**config.mk**
```make
export PLATFORM = sky130hd
export DESIGN_NAME = opQueue_flat
export DESIGN_NICKNAME = d
export VERILOG_FILES = /design/src/verilog/execPkg.sv /design/src/verilog/execOpIf.sv /design/src/verilog/opQueue.sv /design/src/flat_wrapper.sv
export VERILOG_INCLUDE_DIRS = /design/src /design/src/verilog
export SDC_FILE = /design/constraint.sdc
export NUM_CORES = 1
export LEC_CHECK = 0
export ABC_AREA = 1
export BUFFER_PORTS_ARGS = -buffer_cell sky130_fd_sc_hd__buf_2
export CAP_MARGIN = 0
export CORE_ASPECT_RATIO = 0.9
export CORE_UTILIZATION = 55
export CTS_BUF_LIST = sky130_fd_sc_hd__clkbuf_8
export DETAILED_ROUTE_END_ITERATION = 8
export GPL_ROUTABILITY_DRIVEN = 0
export GPL_TIMING_DRIVEN = 0
export PLACE_DENSITY = 0.81
export SETUP_SLACK_MARGIN = 0.4
export SYNTH_ARGS = -nofsm -noshare
export SYNTH_HDL_FRONTEND = slang
export SYNTH_SLANG_ARGS = --single-unit
```
**constraint.sdc**
```tcl
create_clock -name clk -period 3.4 [get_ports clk]
set_clock_uncertainty 0.05 [all_clocks]
set_input_delay 0.68 -clock clk [delete_from_list [all_inputs] [get_ports clk]]
set_output_delay 0.68 -clock clk [all_outputs]
set_load 0.02 [all_outputs]
```
**src/verilog/exec_defines.svh**
```systemverilog
`ifndef EXEC_DEFINES_SVH
`define EXEC_DEFINES_SVH

//////////////////////////////////////////////////////////////
// Execute stage sizing
//////////////////////////////////////////////////////////////

// Operand and result width
`define EXEC_DATA_W 32

// Shift amount field, enough for 0..31
`define EXEC_SHAMT_W 5

// Pending operation slots
// Producer starts out with this many credits
`define EXEC_QUEUE_DEPTH 4

`endif
```
**src/verilog/execPkg.sv**
```systemverilog
`default_nettype none

`include "exec_defines.svh"

package execPkg;

    // Operation codes, one per supported instruction
    typedef enum logic [4:0] {
        OP_ADD   = 5'd0,
        OP_ADDU  = 5'd1,
        OP_SUB   = 5'd2,
        OP_MULT  = 5'd3,
        OP_MULTU = 5'd4,
        OP_AND   = 5'd5,
        OP_OR    = 5'd6,
        OP_NOR   = 5'd7,
        OP_XOR   = 5'd8,
        OP_SLL   = 5'd9,
        OP_SRL   = 5'd10,
        OP_SLLV  = 5'd11,
        OP_SLT   = 5'd12,
        OP_MOVN  = 5'd13,
        OP_MOVZ  = 5'd14,
        OP_ROTRV = 5'd15,
        OP_SRA   = 5'd16,
        OP_SRAV  = 5'd17,
        OP_SLTU  = 5'd18,
        OP_MUL   = 5'd19,
        OP_MADD  = 5'd20,
        OP_MSUB  = 5'd21,
        OP_SEH   = 5'd22,
        OP_SEB   = 5'd23,
        OP_ROTR  = 5'd24,
        OP_SRLV  = 5'd25,
        OP_MFHI  = 5'd26,
        OP_MFLO  = 5'd27
    } opCode_t;

    typedef logic [`EXEC_DATA_W-1:0]   word_t;   // Register-sized value
    typedef logic [2*`EXEC_DATA_W-1:0] dword_t;  // HI in upper half, LO in lower
    typedef logic [`EXEC_SHAMT_W-1:0]  shamt_t;

    // One queue entry
    typedef struct packed {
        opCode_t code;
        word_t   a;
        word_t   b;
        shamt_t  shamt;
    } execOp_t;

endpackage

`default_nettype wire

```
**src/verilog/execOpIf.sv**
```systemverilog
`timescale 1ns/10ps
`default_nettype none

`include "exec_defines.svh"

// Head of the operation queue as seen by the stage
interface execOpIf;
    logic            valid;  // Head entry present
    execPkg::execOp_t op;    // Head entry contents
    logic            pop;    // Consume head this cycle

    // Queue side
    modport src (output valid, output op, input pop);

    // Stage side
    modport dst (input valid, input op, output pop);

    // ALU only looks at the operation
    modport view (input op);
endinterface

`default_nettype wire

```
**src/verilog/opQueue.sv**
```systemverilog
`timescale 1ns/10ps
`default_nettype none

`include "exec_defines.svh"

module opQueue (
    input  logic             clk,
    input  logic             rst,
    input  logic             pushValid,
    input  execPkg::execOp_t pushOp,
    execOpIf.src             deq,
    output logic             credit     // One pulse per entry freed
);

    localparam int DEPTH = `EXEC_QUEUE_DEPTH;
    localparam int PTR_W = (DEPTH > 1) ? $clog2(DEPTH) : 1;
    localparam int CNT_W = $clog2(DEPTH + 1);

    execPkg::execOp_t mem [DEPTH];  // Entry storage
    logic [PTR_W-1:0] wrPtr;
    logic [PTR_W-1:0] rdPtr;
    logic [CNT_W-1:0] count;         // Occupied entries
    logic             full;

    assign full      = (count == CNT_W'(DEPTH));
    assign deq.valid = (count != '0);
    assign deq.op    = mem[rdPtr];   // Head is always at the read pointer

    //////////////////////////////////////////////////////////////
    // Storage write
    //////////////////////////////////////////////////////////////
    always_ff @(posedge clk) begin
        if (pushValid) begin
            mem[wrPtr] <= pushOp;
        end
    end

    //////////////////////////////////////////////////////////////
    // Pointers, occupancy and credit return
    //////////////////////////////////////////////////////////////
    always_ff @(posedge clk) begin
        if (rst) begin
            wrPtr  <= '0;
            rdPtr  <= '0;
            count  <= '0;
            credit <= 1'b0;
        end else begin
            credit <= deq.pop;  // Freed slot goes back to producer
            if (pushValid) begin
                wrPtr <= (wrPtr == PTR_W'(DEPTH - 1)) ? '0 : wrPtr + 1'b1;  // Wrap
            end
            if (deq.pop) begin
                rdPtr <= (rdPtr == PTR_W'(DEPTH - 1)) ? '0 : rdPtr + 1'b1;
            end
            case ({pushValid, deq.pop})
                2'b10:   count <= count + 1'b1;
                2'b01:   count <= count - 1'b1;
                default: count <= count;  // Both or neither
            endcase
        end
    end

    // Producer must honor its credits
    assert property (@(posedge clk) disable iff (rst) !(pushValid && full))
        else $error("opQueue: push while full, credit count broken");

    // Stage may only consume what is there
    assert property (@(posedge clk) disable iff (rst) deq.pop |-> deq.valid)
        else $error("opQueue: pop while empty");

endmodule

`default_nettype wire

```
**src/flat_wrapper.sv**
```systemverilog
// flat-port wrapper written by rule: the top's interface ports become plain ports
module opQueue_flat 
  (clk, rst, pushValid, pushOp, credit, deq_valid, deq_op, deq_pop);
  execOpIf deq_i ();
  input  logic clk;
  input  logic rst;
  input  logic pushValid;
  input  execPkg::execOp_t pushOp;
  output logic credit;
  output wire logic [$bits(deq_i.valid)-1:0] deq_valid;
  output wire logic [$bits(deq_i.op)-1:0] deq_op;
  input wire logic [$bits(deq_i.pop)-1:0] deq_pop;
  assign deq_valid = deq_i.valid;
  assign deq_op = deq_i.op;
  assign deq_i.pop = deq_pop;
  opQueue u_core (.clk(clk), .rst(rst), .pushValid(pushValid), .pushOp(pushOp), .deq(deq_i), .credit(credit));
endmodule
```
-- Word-level counts from Yosys, hierarchy flattened
Memories as Yosys holds them, arrays and structs flattened. A register that Yosys moved wholly into a read port is not among the register bits.
Index checks and enable logic that the tools add are counted.
- input bits: 78
- bits in read-only memories: 0
- memories kept: 1
- register bits after elaboration: 8
- latch bits: 0
- bits in writable memories: 296
- output and inout bits: 76
- logic and storage cells: 22
- memories (memory ; depth ; width ; rd ports ; clocked after memory_dff ; wr ports ; RTL line ; text):
    u_core.mem ; 4 ; 74 ; 1 ; 1 ; 1 ; opQueue.sv:19 ; execPkg::execOp_t mem [DEPTH];
- eq/ne operators: 4
- add/subtract/negate cells: 4
- mux-type cells: 7
- multipliers: 0
- divide/modulo/power cells: 0
- shift operators: 0
- reductions and logical operators: 2
- magnitude comparators: 0
- bitwise logic cells: 0
- operators by type and width (cell ; number):
    $mux W2 ; 4
    $eq A2 B2 Y1 const B ; 3
    $pmux W3 S2 ; 1
    $add A2 B1 Y2 const B ; 2
    $add A3 B1 Y3 const B ; 1
    $reduce_bool A3 Y1 ; 1
    $sub A3 B1 Y3 const B ; 1
    $eq A2 B1 Y1 const B ; 1
    $mux W1 ; 2
    $reduce_bool A2 Y1 ; 1

-- Longest topological paths before layout
- word-level depth: 4
- gate-level depth with buffers: 10
- depth with buffers taken out: 10

-- Worst setup path after synthesis
Ideal clock, no wire load.
- kind: input port to flip-flop
- start point: in pushValid
- end point: mem u_core.mem[3][0] (netlist name) (enable)
- buffers on the path: 0
- arrival: 2.151 ns
- slack: 0.771 ns
- cell stages on the path: 2
- setup time: 0.428 ns
- required time: 2.922 ns
- path through: nand2_1 > inv_1
- cells in the longest elaborated chain, start to end: 2
- RTL lines (what ; RTL line ; text):
    start: declaration ; flat_wrapper.sv:7 ; input logic pushValid;
    $mux W1 ; opQueue.sv:33 ; if (pushValid) begin
    $mux W1 (implied by the code) ; opQueue.sv:34 ; mem[wrPtr] <= pushOp;
    end: declaration ; opQueue.sv:19 ;
No other way between the ends.

==> run summary <==
Crit share post-route: 0.859
Post-Synth XOR/XNOR Area: 0
Core area: 20200 um^2
Main synth FF type: edfxtp_1
I/O pins: 154
Met2 Track Usage GR: 0.357
Combinational family with the most area after synthesis: compound AO/OA/AOI/OAI gates
Final Hold Viols: 0
Ys Warns: 0
Crit Path Max Fanout: 10
Most frequent CP cell: buf_2
Num CTS Buffers: 47
# setup viols final: 0
Fin crit period: 2.92 ns
Post-synth EDFFs: 296
CTS tree: built
Maximum clock insertion buffer count: 3
Pwr dens: 598 nW/um^2
F_max: 0.342 GHz
Setup CP Type: flop to primary output
Syn avg cell area: 14.7 um^2
Mapped Area: 11400 um^2
Startpoint Class: flop
Post-route DRC: 0
Initial Util: 0.567
Outcome: complete, no violations
Chip Width: 154 um
Routed WL: 24000 um
Clk root buf: clkbuf_8
Post-synth ARST share: 0
Global routing met1 resource utilization: 0.311
Synth top area share: 0.777
Worst Setup End Kind: primary output
Hold slack: 0.293 ns
CTS clk-pin slew, worst paths: 0.06 ns
Post-DP HPWL: 14300 um
Mux contribution to synthesized area: 0
Layout cells sized above 1: 0.250
CTS H-tree lvls: 2
Post-CTS Hold Buffers: 0
Largest area contributor in the netlist: edfxtp_1
Multi-input gate area: 1980 um^2
Post-Synth Adder-Cell Area: 0.00831
Worst VDD drop: 0.401 mV
Busiest metal layer after global routing: met2
Row count: 49
Flop-to-flop setup slack: 1.52 ns
Largest net degree at the start of global routing: 58
CP endpoint: deq_op[42]
Sequential area share after synthesis: 0.794
FF/Latch Area: 9090 um^2
Post-synthesis cell type count: 20
Slowest-stage cell, CP: clkbuf_1
P_leak: 4.92 nW
Cells after Synth: 777
Clk sinks: 306
Area delta synth->final: 17.9%
Simple-Gate Fraction of Synth Area: 0.0554
Crit-path cells: inv_1 -> buf_2 -> clkbuf_1 -> o21ai_1 -> o22ai_1 -> buf_2
Antenna violations before repair: 2
Post-synthesis compound-gate area fraction: 0.109
Pre-antenna DRT Iters: 8
Yosys reg bits: 306
WP data required: 2.67 ns
R2r endpoint: u_core.mem[0][62]
Grt total ovfl: 0
HP Class: input pin to flop
Slew HR: 0.592
Vias in the first global route: 7059
R2R depth: 5
Post-DRT Antenna Nets: 0
Count of buffers inserted at the top-level ports: 153
DR vias: 7178
Fill cells: 1416
Pins over their slew limit: 0
Max-Cap Viols: 0
RSZ-0062 raised after global routing: true
Clk_lat worst skew: 0.54 ns
Total track usage: 0.226
CP peak stage delay: 0.42 ns
Syn nets: 862
First-pass GRT wire length: 36700 um
Reg2reg start: u_core.wrPtr[0]
WL/cell: 18.9 um
Final Util: 0.669
NumNets Final: 1068
GR Util met3: 0.0466
Worst Path Arrival: 2.19 ns
Starting DRT DRC Count: 585
Die ar.: 21400 um^2
Worst-Margin Slew: 0.611 ns
Vias per cell: 5.64
Synth top area cells: edfxtp_1 (78%), nor2_1 (5.1%), o21ai_0 (4.3%), o22ai_1 (4.0%), o21ai_1 (2.4%)
Die height: 139 um
## layout by cell type (no fill, tap or decap)
cell type,synthesis,routed
a21oi_1,5,5
buf_12,0,3
buf_16,0,1
buf_2,8,161
buf_4,6,6
buf_6,12,12
bufinv_16,0,2
clkbuf_1,20,10
clkbuf_2,2,12
clkbuf_8,0,49
clkinv_1,0,10
clkinv_2,0,2
dfxtp_1,10,9
dfxtp_2,0,1
diode_2,0,1
edfxtp_1,296,296
fa_1,1,1
ha_1,6,6
inv_1,17,32
inv_4,1,5
nand2_1,8,8
nand3_1,2,2
nand4_1,1,1
nor2_1,154,154
nor3_1,2,2
o21ai_0,98,98
o21ai_1,54,54
o22ai_1,74,74
## logic make-up (layout without fill, tap and decap cells)
group | count (synthesis) | in the layout
flops | 306 | 306
compound gates | 231 | 231
simple gates | 167 | 167
buf+inv | 66 | 305
fa+ha+maj | 7 | 7
other cells | 0 | 1
## synthesized netlist by cell type, types with 2 or more instances
cell type	count
edfxtp_1	296
nor2_1	154
o21ai_0	98
o22ai_1	74
o21ai_1	54
clkbuf_1	20
inv_1	17
buf_6	12
dfxtp_1	10
buf_2	8
nand2_1	8
buf_4	6
ha_1	6
a21oi_1	5
clkbuf_2	2
nand3_1	2
nor3_1	2
## metrics by stage
stage / setup slack [ns] / cell area (um^2) / total power, W / setup TNS (ns) / cells
finish: 0.479 / 13500 / 0.00807 / 0 / 1272
global route: 0.371 / 13500 / 0.00836 / 0 / 1272
CTS: 0.412 / 13500 / 0.00812 / 0 / 1271
detailed placement: 0.948 / 12600 / 0.00536 / 0 / 1189
global placement: -0.451 / 12500 / 0.00534 / -111.32 / 1185
floorplan: 0.771 / 11400 / 0.00498 / 0 / 777
## power breakdown
group          internal (W)  leakage [nW]  switching (W)  total (W)
registers           0.00431          2.80      0.0000377    0.00435
logic              0.000294          1.61       0.000650   0.000944
clock network       0.00147         0.505        0.00131    0.00278
total               0.00608          4.92        0.00200    0.00807
## cell type report
| type | instances | area share |
|---|---|---|
| sequential | 306 | 0.674 |
| multi-input combinational | 405 | 0.147 |
| timing repair buffer | 157 | 0.0632 |
| clock buffer | 49 | 0.0500 |
| tap | 255 | 0.0236 |
| buffer | 48 | 0.0236 |
| clock inverter | 33 | 0.0133 |
| inverter | 18 | 0.00593 |
| antenna | 1 | 0.000185 |
## flip-flops by register name (all words and copies together), names as in the netlist, named ones only
register,cells
u_core.rdPtr,2
u_core.count,3
u_core.mem,296
u_core.credit,1
u_core.wrPtr,2
## worst min-delay path by stage
stage	from	to	cells after the start
after detailed placement	u_core.count[2]	u_core.count[2]	3
after global placement	u_core.count[1]	u_core.count[1]	2
final	pushOp[14]	u_core.mem[0][14]	1
after global routing	pushOp[25]	u_core.mem[0][25]	1
after floorplan	u_core.wrPtr[1]	u_core.wrPtr[1]	2
after CTS	pushOp[14]	u_core.mem[0][14]	1
## timing repair
item,4_1_cts,5_1_grt
gates cloned,0,0
buffers inserted,0,0
resized for setup,2,17
setup endpoints to repair,3,30
## worst max-delay path: cells and delay by family (launching register included)
family,cells,cell delay (ns)
buffers and inverters,4,0.96
DFF,1,0.32
AOI/OAI and AO/OA,2,0.35
## metal layers
| layer | part of all wire | up-vias |
|---|---|---|
| met2 | 0.47 | 346 |
| met4 | 0.026 | 2 |
| met3 | 0.083 | 52 |
| met1 | 0.42 | 3434 |
| li1 | - | 3344 |
| met5 | 0.00058 | - |
Power figures use the tool's default switching activity.
