### src/verilog/exec_defines.svh
`ifndef EXEC_DEFINES_SVH
`define EXEC_DEFINES_SVH

//////////////////////////////////////////////////////////////
// Execute stage sizing
//////////////////////////////////////////////////////////////

// Operand and result width
`define EXEC_DATA_W 32

// Shift amount field, enough for 0..31
`define EXEC_SHAMT_W 5

// Pending operation slots
// Producer starts out with this many credits
`define EXEC_QUEUE_DEPTH 4

`endif
### src/verilog/execPkg.sv
`default_nettype none

`include "exec_defines.svh"

package execPkg;

    // Operation codes, one per supported instruction
    typedef enum logic [4:0] {
        OP_ADD   = 5'd0,
        OP_ADDU  = 5'd1,
        OP_SUB   = 5'd2,
        OP_MULT  = 5'd3,
        OP_MULTU = 5'd4,
        OP_AND   = 5'd5,
        OP_OR    = 5'd6,
        OP_NOR   = 5'd7,
        OP_XOR   = 5'd8,
        OP_SLL   = 5'd9,
        OP_SRL   = 5'd10,
        OP_SLLV  = 5'd11,
        OP_SLT   = 5'd12,
        OP_MOVN  = 5'd13,
        OP_MOVZ  = 5'd14,
        OP_ROTRV = 5'd15,
        OP_SRA   = 5'd16,
        OP_SRAV  = 5'd17,
        OP_SLTU  = 5'd18,
        OP_MUL   = 5'd19,
        OP_MADD  = 5'd20,
        OP_MSUB  = 5'd21,
        OP_SEH   = 5'd22,
        OP_SEB   = 5'd23,
        OP_ROTR  = 5'd24,
        OP_SRLV  = 5'd25,
        OP_MFHI  = 5'd26,
        OP_MFLO  = 5'd27
    } opCode_t;

    typedef logic [`EXEC_DATA_W-1:0]   word_t;   // Register-sized value
    typedef logic [2*`EXEC_DATA_W-1:0] dword_t;  // HI in upper half, LO in lower
    typedef logic [`EXEC_SHAMT_W-1:0]  shamt_t;

    // One queue entry
    typedef struct packed {
        opCode_t code;
        word_t   a;
        word_t   b;
        shamt_t  shamt;
    } execOp_t;

endpackage

`default_nettype wire

### src/verilog/execOpIf.sv
`timescale 1ns/10ps
`default_nettype none

`include "exec_defines.svh"

// Head of the operation queue as seen by the stage
interface execOpIf;
    logic            valid;  // Head entry present
    execPkg::execOp_t op;    // Head entry contents
    logic            pop;    // Consume head this cycle

    // Queue side
    modport src (output valid, output op, input pop);

    // Stage side
    modport dst (input valid, input op, output pop);

    // ALU only looks at the operation
    modport view (input op);
endinterface

`default_nettype wire

### src/verilog/execStage.sv
`timescale 1ns/10ps
`default_nettype none

`include "exec_defines.svh"

module execStage (
    input  logic            clk,
    input  logic            rst,
    execOpIf.dst            src,
    input  execPkg::word_t  aluResult,
    input  logic            aluRegWrite,
    input  logic            aluHiLoWrite,
    input  execPkg::dword_t aluHiLoNext,
    output execPkg::dword_t hiLo,
    output logic            resValid,
    output execPkg::word_t  resData,
    output logic            resZero,
    output logic            resWrite
);

    // Never stalls, head is taken as soon as it shows up
    assign src.pop = src.valid;

    //////////////////////////////////////////////////////////////
    // HI/LO pair and result flags
    //////////////////////////////////////////////////////////////
    always_ff @(posedge clk) begin
        if (rst) begin
            hiLo     <= '0;
            resValid <= 1'b0;
            resWrite <= 1'b0;
        end else begin
            resValid <= src.pop;
            resWrite <= src.pop && aluRegWrite;  // Only for real results
            if (src.pop && aluHiLoWrite) begin
                hiLo <= aluHiLoNext;  // Next op sees the new pair
            end
        end
    end

    // Result word, loaded only when an op retires
    always_ff @(posedge clk) begin
        if (src.pop) begin
            resData <= aluResult;
        end
    end

    assign resZero = (resData == '0);  // Flag follows the registered word

    // Write flag without a valid result would corrupt the register file
    assert property (@(posedge clk) disable iff (rst) resWrite |-> resValid)
        else $error("execStage: resWrite without resValid");

endmodule

`default_nettype wire

### src/flat_wrapper.sv
// flat-port wrapper written by rule: the top's interface ports become plain ports
module execStage_flat 
  (clk, rst, aluResult, aluRegWrite, aluHiLoWrite, aluHiLoNext, hiLo, resValid, resData, resZero, resWrite, src_valid, src_op, src_pop);
  execOpIf src_i ();
  input  logic clk;
  input  logic rst;
  input  execPkg::word_t aluResult;
  input  logic aluRegWrite;
  input  logic aluHiLoWrite;
  input  execPkg::dword_t aluHiLoNext;
  output execPkg::dword_t hiLo;
  output logic resValid;
  output execPkg::word_t resData;
  output logic resZero;
  output logic resWrite;
  input wire logic [$bits(src_i.valid)-1:0] src_valid;
  input wire logic [$bits(src_i.op)-1:0] src_op;
  output wire logic [$bits(src_i.pop)-1:0] src_pop;
  assign src_i.valid = src_valid;
  assign src_i.op = src_op;
  assign src_pop = src_i.pop;
  execStage u_core (.clk(clk), .rst(rst), .src(src_i), .aluResult(aluResult), .aluRegWrite(aluRegWrite), .aluHiLoWrite(aluHiLoWrite), .aluHiLoNext(aluHiLoNext), .hiLo(hiLo), .resValid(resValid), .resData(resData), .resZero(resZero), .resWrite(resWrite));
endmodule
### config.mk
export PLATFORM = sky130hd
export DESIGN_NAME = execStage_flat
export DESIGN_NICKNAME = d
export VERILOG_FILES = /design/src/verilog/execPkg.sv /design/src/verilog/execOpIf.sv /design/src/verilog/execStage.sv /design/src/flat_wrapper.sv
export VERILOG_INCLUDE_DIRS = /design/src /design/src/verilog
export SDC_FILE = /design/constraint.sdc
export NUM_CORES = 1
export LEC_CHECK = 0
export BUFFER_PORTS_ARGS = -buffer_cell sky130_fd_sc_hd__buf_2
export CAP_MARGIN = 20
export CORE_AREA = 3 3 105 107
export CTS_BUF_LIST = sky130_fd_sc_hd__clkbuf_4 sky130_fd_sc_hd__clkbuf_8
export DETAILED_ROUTE_END_ITERATION = 8
export DIE_AREA = 0 0 108 110
export PLACE_DENSITY = 0.83
export SYNTH_ARGS = -nofsm -noshare
export SYNTH_HDL_FRONTEND = slang
export SYNTH_SLANG_ARGS = --single-unit
export TNS_END_PERCENT = 20
### constraint.sdc
create_clock -name clk -period 0.8 [get_ports clk]
set_input_delay 0.08 -clock clk [delete_from_list [all_inputs] [get_ports clk]]
set_output_delay 0.08 -clock clk [all_outputs]
set_load 0.01 [all_outputs]
**After elaboration in Yosys (flattened, before gate mapping)**

Cells that the tools add are included.
W data, S select, Z words.

- Flip-flop bits (word level): 98
- Bits of input ports: 175
- Output and inout bits: 100
- Logic and storage cells: 7

- Reductions and logical operators: 3

Operator list:

| operator | count |
|---|---|
| $logic_not A32 Y1 | 1 |
| $logic_and A1 B1 Y1 | 2 |

**Logic depth before layout (Yosys ltp)**

Gate-level depths: netlist (run 1).

- Depth after elaboration: 1
- Mapped depth: 5
- Depth with buffers taken out: 3

**Worst setup path after synthesis (run 1)**

OpenSTA, ideal clock, no wires.

- Path type: register to output
- Start: register u_core.resData[26]
- End: output port resZero
- Arrival: 0.995 ns
- Data required time: 0.720 ns
- Slack: -0.275 ns
- Cell stages (with the launch flop): 4
- Path buffers: 0
- Cell sequence: edfxtp_1 > nor4_1 > nand4_1 > nor2_1

- Cells in the longest elaborated chain, start to end: 1

RTL lines:

| element | line | source |
|---|---|---|
| start, declared | execStage.sv:16 | `output execPkg::word_t resData,` |
| start signal, assigned | execStage.sv:44 | `resData <= aluResult;` |
| $logic_not A32 Y1 | execStage.sv:48 | `assign resZero = (resData == '0);` |
| end, declared | flat_wrapper.sv:14 | `output logic resZero;` |

Every way passes these cells.

**Worst setup path in the final report (run 1)**

- Start: register u_core.resData[8]
- End: output port resZero

Same word-level chain as after synthesis.

==> impl_metrics.csv, run 1 <==
group,metric,value,unit
run_status,outcome,"complete, but fails checks",
run_status,violations,"negative setup slack",
critical_path,crit_chain,"nor4_1 > nand4_1 > nor2_2 > buf_2",
synth,synthesis.nets,501,
layout,ff_latch_area,0.00236,mm^2
floorplan,start_util,33.3,%
sta,max_freq,593,MHz
synth,netlist_area,0.00341,mm^2
clocking,clock-root-buffer,"clkbuf_8",
grt,grt_pass1_wl,18.4,mm
clocking,clock_path_buffers,2,
sta,rsz0062_at_grt,"yes",
clocking,clk_latency,0.34,ns
floorplan,die_width,108,um
synth,avgSynthCellArea,10.5,um^2
pwr,internal_power,8.16,mW
critical_path,cp.arrival,1.61,ns
floorplan,rows,37,
layout,utilization,62.1,%
sta,relSlewSlack,75.7,%
synth,synth_adder_area_share,0,%
drt,via_per_inst,4.62,
sta,setup_viol,99,
sta,worst-slew-pin-transition,0.362,ns
sta,hold_viol_final,0,
pwr,p_sw_share,24.3,%
grt,antenna_found_initial,0,
pwr,power,10.8,mW
pwr,p_leak,2.68,nW
sta,post-route-period-util,211,%
grt,grt_max_degree,46,
place,pre_cts_slack,-0.471,ns
sta,fin_crit,1.69,ns
synth,syn_inst,326,
critical_path,cp_num_buf_inv,1,
clocking,h-tree-depth,3,
floorplan,dieArea,0.0119,mm^2
critical_path,slowest_delay,0.41,ns
sta,setup_tns,-12.95,ns
flow_run,drv_cap,0,
floorplan,coreArea,0.0102,mm^2
synth,yosys.area.top_type_share,38.7,%
synth,ys.flop_type,"dfxtp_1",
pwr,pwr-share-clk,30.2,%
layout,antenna_cells,0,
floorplan,die_h,110,um
critical_path,cp_slowest_cell,"edfxtp_1",
worst_hold_path,worstHoldPathType,"in2reg",
pwr,p_comb_share,17.2,%
drt,ant_nets,0,
clocking,cts_tree,"built",
sta,whs,0.160,ns
drt,drt-pass1-iter-count,4,
sta,setup_ws,-0.886,ns
synth,ys_async_sr_fraction,0,%
synth,synth-compound-area-share,11.0,%
layout,multi_input_area,981,um^2
critical_path,cp-end-kind,"output port",
sta,skew,0,ns
drt,vias,3545,
clocking,cts_buffers,9,
critical_path,cp.required,0.72,ns
floorplan,ios,275,
sta,slew_viol_final,0,
drt,drt-initial-drc-count,249,
synth,synth_area_leaders,"dfxtp_1 (39%), edfxtp_1 (28%), nand2_1 (14%)",
drt,drt-wirelength-per-cell,16.3,um
synth,ys_seq_area_share,66.9,%
critical_path,crit_type,"reg2out",
layout,drive_gt1_share,49.8,%
grt,first_global_vias,3713,
pwr,seq_power_share,52.6,%
drt,totalWireLength,12.5,mm
synth,synth_top_area_cell,"dfxtp_1",
grt,grt_overflow,0,
synth,synth_top_family_by_area,"simple AND/OR/NAND/NOR gates",
critical_path,crit_family,"simple AND/OR/NAND/NOR gates",
clocking,cts_sinks,98,
layout,synthToLayoutAreaGrowth,86.4,%
drt,drc,0,
synth,yosys.area_share.simple,16.8,%
layout,nets,802,
pwr,ir_worst_vdd,1030,uV
critical_path,start_kind,"flop",
synth,synth_edf_count,32,
pwr,p_per_area,1700,mW/mm^2
place,numPortBuffers,200,
clocking,path_clk_slew,0.09,ns
synth,muxShareOfSynthArea,0,%
grt,grt_use_total,20.0,%
critical_path,crit_fanout,2,
place,place_congestion,0.757,
pwr,p_switching,2.62,mW
layout,num-fill-cells,759,
place,post-dp-hpwl,6.78,mm
synth,synth.distinct_cells,17,
synth,synth-seq-cells,98,
synth,synth_xor_area_share,0,%
synth,yosys_warnings,0,
cells in the mapped netlist, types with 2 or more instances:
cell / count
buf_1: 4
nor4_1: 8
buf_8: 6
buf_2: 9
edfxtp_1: 32
nand2_1: 128
a21oi_2: 15
a21oi_1: 49
dfxtp_1: 66
nand4_1: 2
layout make-up:
class | count | area share, %
Timing Repair Buffer | 311 | 41.5
Sequential cell | 98 | 37.2
Multi-Input combinational cell | 207 | 15.4
Tap cell | 136 | 2.68
Clock buffer | 12 | 2.40
Clock inverter | 4 | 0.807
through the flow:
step	cell area (um^2)	std cells
2_1_floorplan	3410	326
3_3_place_gp	4590	654
3_5_place_dp	4590	654
4_1_cts	6330	768
5_1_grt	6360	768
6_report	6360	768
worst paths after layout:
check	startpoint	to	slack, ns	cells past startpoint
setup / recovery	u_core.resData[8]	resZero	-0.89	4
hold / removal	rst	u_core.hiLo[28]	0.16	3
setup reg to reg	u_core.hiLo[58]	u_core.hiLo[58]	0.11	2
hold reg to reg	u_core.hiLo[39]	u_core.hiLo[39]	0.46	2
power by group through the flow:
stage | Sequential (mW) | Clock (mW) | Combinational [mW]
after floorplan | 5.82 | 0 | 0.387
after global placement | 5.65 | 0 | 1.19
after detailed placement | 5.68 | 0 | 1.21
after CTS | 5.64 | 3.35 | 1.79
after global routing | 5.69 | 3.55 | 2.00
final | 5.67 | 3.25 | 1.86
tightest hold or removal path, cell delays in order:
cell and delay (ns):
buf_2 0.15, buf_12 0.20, a21oi_2 0.04
state kept, by name, summed over array words and instances, names as in the netlist:
| signal | flops |
|---|---|
| u_core.resWrite | 1 |
| u_core.resData | 32 |
| u_core.resValid | 1 |
| u_core.hiLo | 64 |
logic make-up after synthesis:
| family | Yosys count |
|---|---|
| DFF | 98 |
| and+or+nand+nor | 143 |
| buffers and inverters | 21 |
| AOI/OAI and AO/OA | 64 |
timing repair:
action / in CTS / in global routing
endpoints found under the hold margin: 98 / 0
resized for setup: 141 / 7
buffers inserted: 3 / 2
pin swaps: 2 / 3
hold buffers: 98 / 0
endpoints found under the setup margin: 99 / 99
layout by cell type (no fill, tap or decap), drive strengths merged:
cell type,synthesis,final
and2,2,2
nor4,8,8
edfxtp,32,32
dlygate4sd3,0,98
clkbuf,0,12
nand2,129,129
clkinv,0,1
clkinvlp,0,1
dfxtp,66,66
nor2b,1,1
inv,0,1
a21oi,64,64
buf,21,213
bufinv,0,1
nor2,1,1
nand4,2,2
routing by layer:
layer	GRT usage [%]	routed length [um]	vias to the layer above
li1	-	-	1683
met3	4.48	868	42
met2	37.8	6630	165
met1	20.3	4520	1655
met4	11.4	527	0
met5	0	0	-
Note: power is estimated with default switching activity, not from simulation.
==> inputs of run 2 (changes only) <==
--- a/config.mk
+++ b/config.mk
@@ -13,6 +13,7 @@
 export DETAILED_ROUTE_END_ITERATION = 8
 export DIE_AREA = 0 0 108 110
 export PLACE_DENSITY = 0.83
+export RECOVER_POWER = 50
 export SYNTH_ARGS = -nofsm -noshare
 export SYNTH_HDL_FRONTEND = slang
 export SYNTH_SLANG_ARGS = --single-unit
==> impl_metrics.csv, run 2 (synthesis results as in run 1) <==
group,metric,value,unit
pwr,p_leak,2.67,nW
sta,whs,0.161,ns
layout,nets,802,
sta,relSlewSlack,71.5,%
place,place_congestion,0.757,
layout,drive_gt1_share,48.6,%
drt,drt-pass1-iter-count,4,
floorplan,dieArea,0.0119,mm^2
sta,setup_viol,100,
sta,hold_viol_final,0,
sta,rsz0062_at_grt,"yes",
clocking,clk_latency,0.34,ns
drt,vias,3550,
grt,antenna_found_initial,0,
layout,layout_commonest_cell,"nand2_1",
layout,largest_register_ffs,64,
clocking,clock-root-buffer,"clkbuf_8",
sta,setup_ws,-0.894,ns
critical_path,reg2regPathDepth,2,
critical_path,crit_fanout,2,
critical_path,reg2reg_to,"u_core.hiLo[58]",
drt,drt-initial-drc-count,240,
clocking,cts_buffers,9,
drt,via_per_inst,4.62,
critical_path,rrSetupSlack,0.10,ns
critical_path,start_kind,"flop",
layout,synthToLayoutAreaGrowth,85.8,%
floorplan,die_h,110,um
worst_hold_path,worstHoldPathType,"in2reg",
critical_path,critPathCapture,"resZero",
grt,grt_use_total,20.0,%
layout,largest_registers,"u_core.hiLo (64), u_core.resData (32)",
grt,first_global_vias,3713,
pwr,ir_worst_vdd,1030,uV
run_status,violations,"negative setup slack",
place,post-dp-hpwl,6.78,mm
layout,final_cell_mix,"nand2_1 (128), buf_2 (125), dlygate4sd3_1 (98)",
drt,ant_nets,0,
critical_path,worstSetupStartpoint,"u_core.resData[8]",
sta,post-route-period-util,212,%
clocking,h-tree-depth,3,
drt,drc,0,
run_status,outcome,"complete, but fails checks",
place,numPortBuffers,200,
drt,drt-wirelength-per-cell,16.2,um
critical_path,cp-end-kind,"output port",
clocking,cts_tree,"built",
grt,grt_max_degree,46,
clocking,clock_path_buffers,2,
place,pre_cts_slack,-0.471,ns
critical_path,cp.required,0.72,ns
grt,grt_overflow,0,
layout,utilization,61.9,%
grt,grt_pass1_wl,18.4,mm
clocking,cts_sinks,98,
drt,totalWireLength,12.5,mm
sta,fin_crit,1.69,ns
layout,num-fill-cells,765,
critical_path,crit_type,"reg2out",
floorplan,die_width,108,um
critical_path,cp.arrival,1.61,ns
sta,setup_tns,-13.25,ns
flow_run,drv_cap,0,
sta,skew,0,ns
pwr,p_per_area,1700,mW/mm^2
floorplan,start_util,33.3,%
floorplan,ios,275,
place,placed_area,0.00459,mm^2
critical_path,r2r_start,"u_core.hiLo[58]",
layout,antenna_cells,0,
clocking,path_clk_slew,0.09,ns
sta,max_freq,590,MHz
layout,largest_register,"u_core.hiLo",
sta,worst-slew-pin-transition,0.427,ns
layout,fin_area,0.00634,mm^2
floorplan,rows,37,
sta,slew_viol_final,0,
floorplan,coreArea,0.0102,mm^2
## run 2: final cells by class
cell class | count | area (um^2) | area share, %
sequential | 98 | 2360 | 37.2
tap | 136 | 170 | 2.69
clock buffer | 12 | 153 | 2.41
timing repair buffer | 311 | 2630 | 41.4
multi-input combinational | 207 | 981 | 15.5
clock inverter | 4 | 51.3 | 0.810
## run 2: worst min-delay path by stage
stage	slack, ns	end	cells past startpoint	startpoint
finish	0.16	u_core.hiLo[28]	3	rst
global route	0.16	u_core.hiLo[52]	3	rst
CTS	0.15	u_core.hiLo[43]	3	rst
detailed placement	0.26	u_core.resData[27]	1	aluResult[27]
global placement	0.26	u_core.resData[12]	1	aluResult[12]
floorplan	0.16	u_core.resValid	1	rst
## run 2: critical path, cell delays in order, from the launching register on
cell and delay [ns]:
edfxtp_1 0.41, nor4_1 0.40, nand4_1 0.19, nor2_2 0.13, buf_2 0.14
## run 2: per-layer routing
layer  routed length [um]  track usage (%)  vias to the layer above
li1                     -                -                     1684
met1                 4490             20.3                     1661
met2                 6570             37.8                      163
met3                  884             4.48                       42
met4                  529             11.4                        0
met5                    0                0                        -
## run 2: report_power, final
group	leakage [nW]	switching (mW)	internal, mW
registers	0.878	0.206	5.46
clock network	0.104	1.64	1.61
logic	1.69	0.770	1.08
total	2.67	2.62	8.15
## run 2: metrics by stage
stage | cells | total power [mW]
finish | 768 | 10.8
global route | 768 | 11.2
CTS | 768 | 10.8
detailed placement | 654 | 6.89
global placement | 654 | 6.85
floorplan | 326 | 6.20
## run 2: what timing repair did
| action | in CTS | in global routing |
|---|---|---|
| hold endpoints to repair | 98 | 0 |
| buffers inserted | 3 | 2 |
| pin swaps | 2 | 3 |
| endpoints found under the setup margin | 99 | 99 |
| hold buffers | 98 | 0 |
| resized for setup | 141 | 7 |
==> inputs of run 3 (changes only) <==
--- a/config.mk
+++ b/config.mk
@@ -12,7 +12,7 @@
 export CTS_BUF_LIST = sky130_fd_sc_hd__clkbuf_4 sky130_fd_sc_hd__clkbuf_8
 export DETAILED_ROUTE_END_ITERATION = 8
 export DIE_AREA = 0 0 108 110
-export PLACE_DENSITY = 0.83
+export PLACE_DENSITY = 0.72
 export RECOVER_POWER = 50
 export SYNTH_ARGS = -nofsm -noshare
 export SYNTH_HDL_FRONTEND = slang
==> impl_metrics.csv, run 3 (synthesis results as in run 1) <==
group,metric,value,unit
layout,final_cell_mix,"nand2_1 (128), buf_2 (119), dlygate4sd3_1 (98)",
drt,totalWireLength,12.8,mm
floorplan,start_util,33.3,%
sta,worst-slew-pin-transition,0.437,ns
critical_path,start_kind,"flop",
pwr,ir_worst_vdd,855,uV
clocking,cts_tree,"built",
sta,max_freq,603,MHz
floorplan,coreArea,0.0102,mm^2
floorplan,ios,275,
flow_run,drv_cap,0,
sta,rsz0062_at_grt,"yes",
clocking,clk_latency,0.35,ns
sta,relSlewSlack,70.9,%
place,place_congestion,0.711,
layout,largest_registers,"u_core.hiLo (64), u_core.resData (32)",
place,post-dp-hpwl,6.81,mm
critical_path,cp.required,0.72,ns
critical_path,rrSetupSlack,0.08,ns
run_status,outcome,"complete, but fails checks",
layout,layout_commonest_cell,"nand2_1",
clocking,h-tree-depth,3,
clocking,cts_buffers,9,
pwr,p_leak,2.69,nW
sta,hold_viol_final,0,
layout,ff_latch_area,0.00236,mm^2
drt,vias,3606,
critical_path,slowest_delay,0.44,ns
layout,drive_gt1_share,50.5,%
pwr,p_per_area,1690,mW/mm^2
grt,grt_pass1_wl,18.5,mm
layout,synthToLayoutAreaGrowth,88.6,%
drt,drc,0,
drt,drt-wirelength-per-cell,16.6,um
place,numPortBuffers,200,
clocking,clock-root-buffer,"clkbuf_8",
grt,antenna_found_initial,0,
layout,antenna_cells,0,
layout,stdcell_count,773,
grt,grt_max_degree,42,
critical_path,crit_chain,"nor4_2 > nand4_1 > nor2_2 > buf_2",
drt,drt-pass1-iter-count,4,
sta,skew,0,ns
layout,multi_input_area,0.00101,mm^2
grt,grt_overflow,0,
floorplan,die_h,110,um
critical_path,crit_fanout,2,
clocking,cts_sinks,98,
layout,nets,807,
layout,largest_register_ffs,64,
critical_path,crit_type,"reg2out",
place,placed_area,0.00460,mm^2
sta,slew_viol_final,0,
drt,ant_nets,0,
floorplan,dieArea,0.0119,mm^2
sta,setup_ws,-0.858,ns
critical_path,cp_slowest_cell,"edfxtp_1",
sta,setup_viol,103,
drt,via_per_inst,4.66,
pwr,power,10.8,mW
grt,first_global_vias,3726,
run_status,violations,"negative setup slack",
worst_hold_path,worstHoldPathType,"in2reg",
critical_path,cp.arrival,1.58,ns
clocking,clock_path_buffers,2,
place,dp_cells,657,
floorplan,rows,37,
sta,setup_tns,-14.94,ns
grt,grt_use_total,20.1,%
layout,largest_register,"u_core.hiLo",
sta,post-route-period-util,207,%
clocking,path_clk_slew,0.10,ns
critical_path,cp-end-kind,"output port",
drt,drt-initial-drc-count,270,
place,pre_cts_slack,-0.459,ns
sta,fin_crit,1.66,ns
layout,num-fill-cells,748,
layout,fin_area,0.00643,mm^2
floorplan,die_width,108,um
## run 3: layout make-up
cell class                 instances  area share [%]
timing repair buffer             316            41.8
sequential                        98            36.8
multi-input combinational        207            15.7
tap                              136            2.64
clock buffer                       9            1.93
clock inverter                     7            1.19
## run 3: repair_timing
action	in CTS	in global routing
setup endpoints to repair	100	99
pin swaps	5	5
hold buffers	98	0
resized for setup	147	21
setup buffers	5	5
hold endpoints to repair	98	0
## run 3: routing by layer
metal	wire length [um]	GRT usage, %	vias to the layer above
met5	0	0	-
met4	442	10.8	0
met3	1040	4.78	37
met2	6750	37.7	204
met1	4560	20.7	1672
li1	-	-	1693
## run 3: worst paths after layout
kind	cells after the start	start	endpoint
min	3	rst	u_core.hiLo[45]
max reg2reg	2	u_core.hiLo[58]	u_core.hiLo[58]
max	4	u_core.resData[18]	resZero
min reg2reg	2	u_core.hiLo[62]	u_core.hiLo[62]
## run 3: stage by stage
step	util (%)	hold slack [ns]
after floorplan	-	0.159
after global placement	45.0	0.257
after detailed placement	45.0	0.258
after CTS	62.3	0.136
after global routing	62.9	0.161
final	62.9	0.161
## run 3: worst max-delay path: cells and delay by family, from the launching register on
kind,cells,cell delay (ns)
buffers and inverters,1,0.13
DFF,1,0.44
and+or+nand+nor,3,0.65
## run 3: power breakdown
group / total, mW / switching [mW] / internal (mW)
Sequential: 5.69 / 0.230 / 5.46
Combinational: 1.91 / 0.788 / 1.12
Clock: 3.25 / 1.78 / 1.47
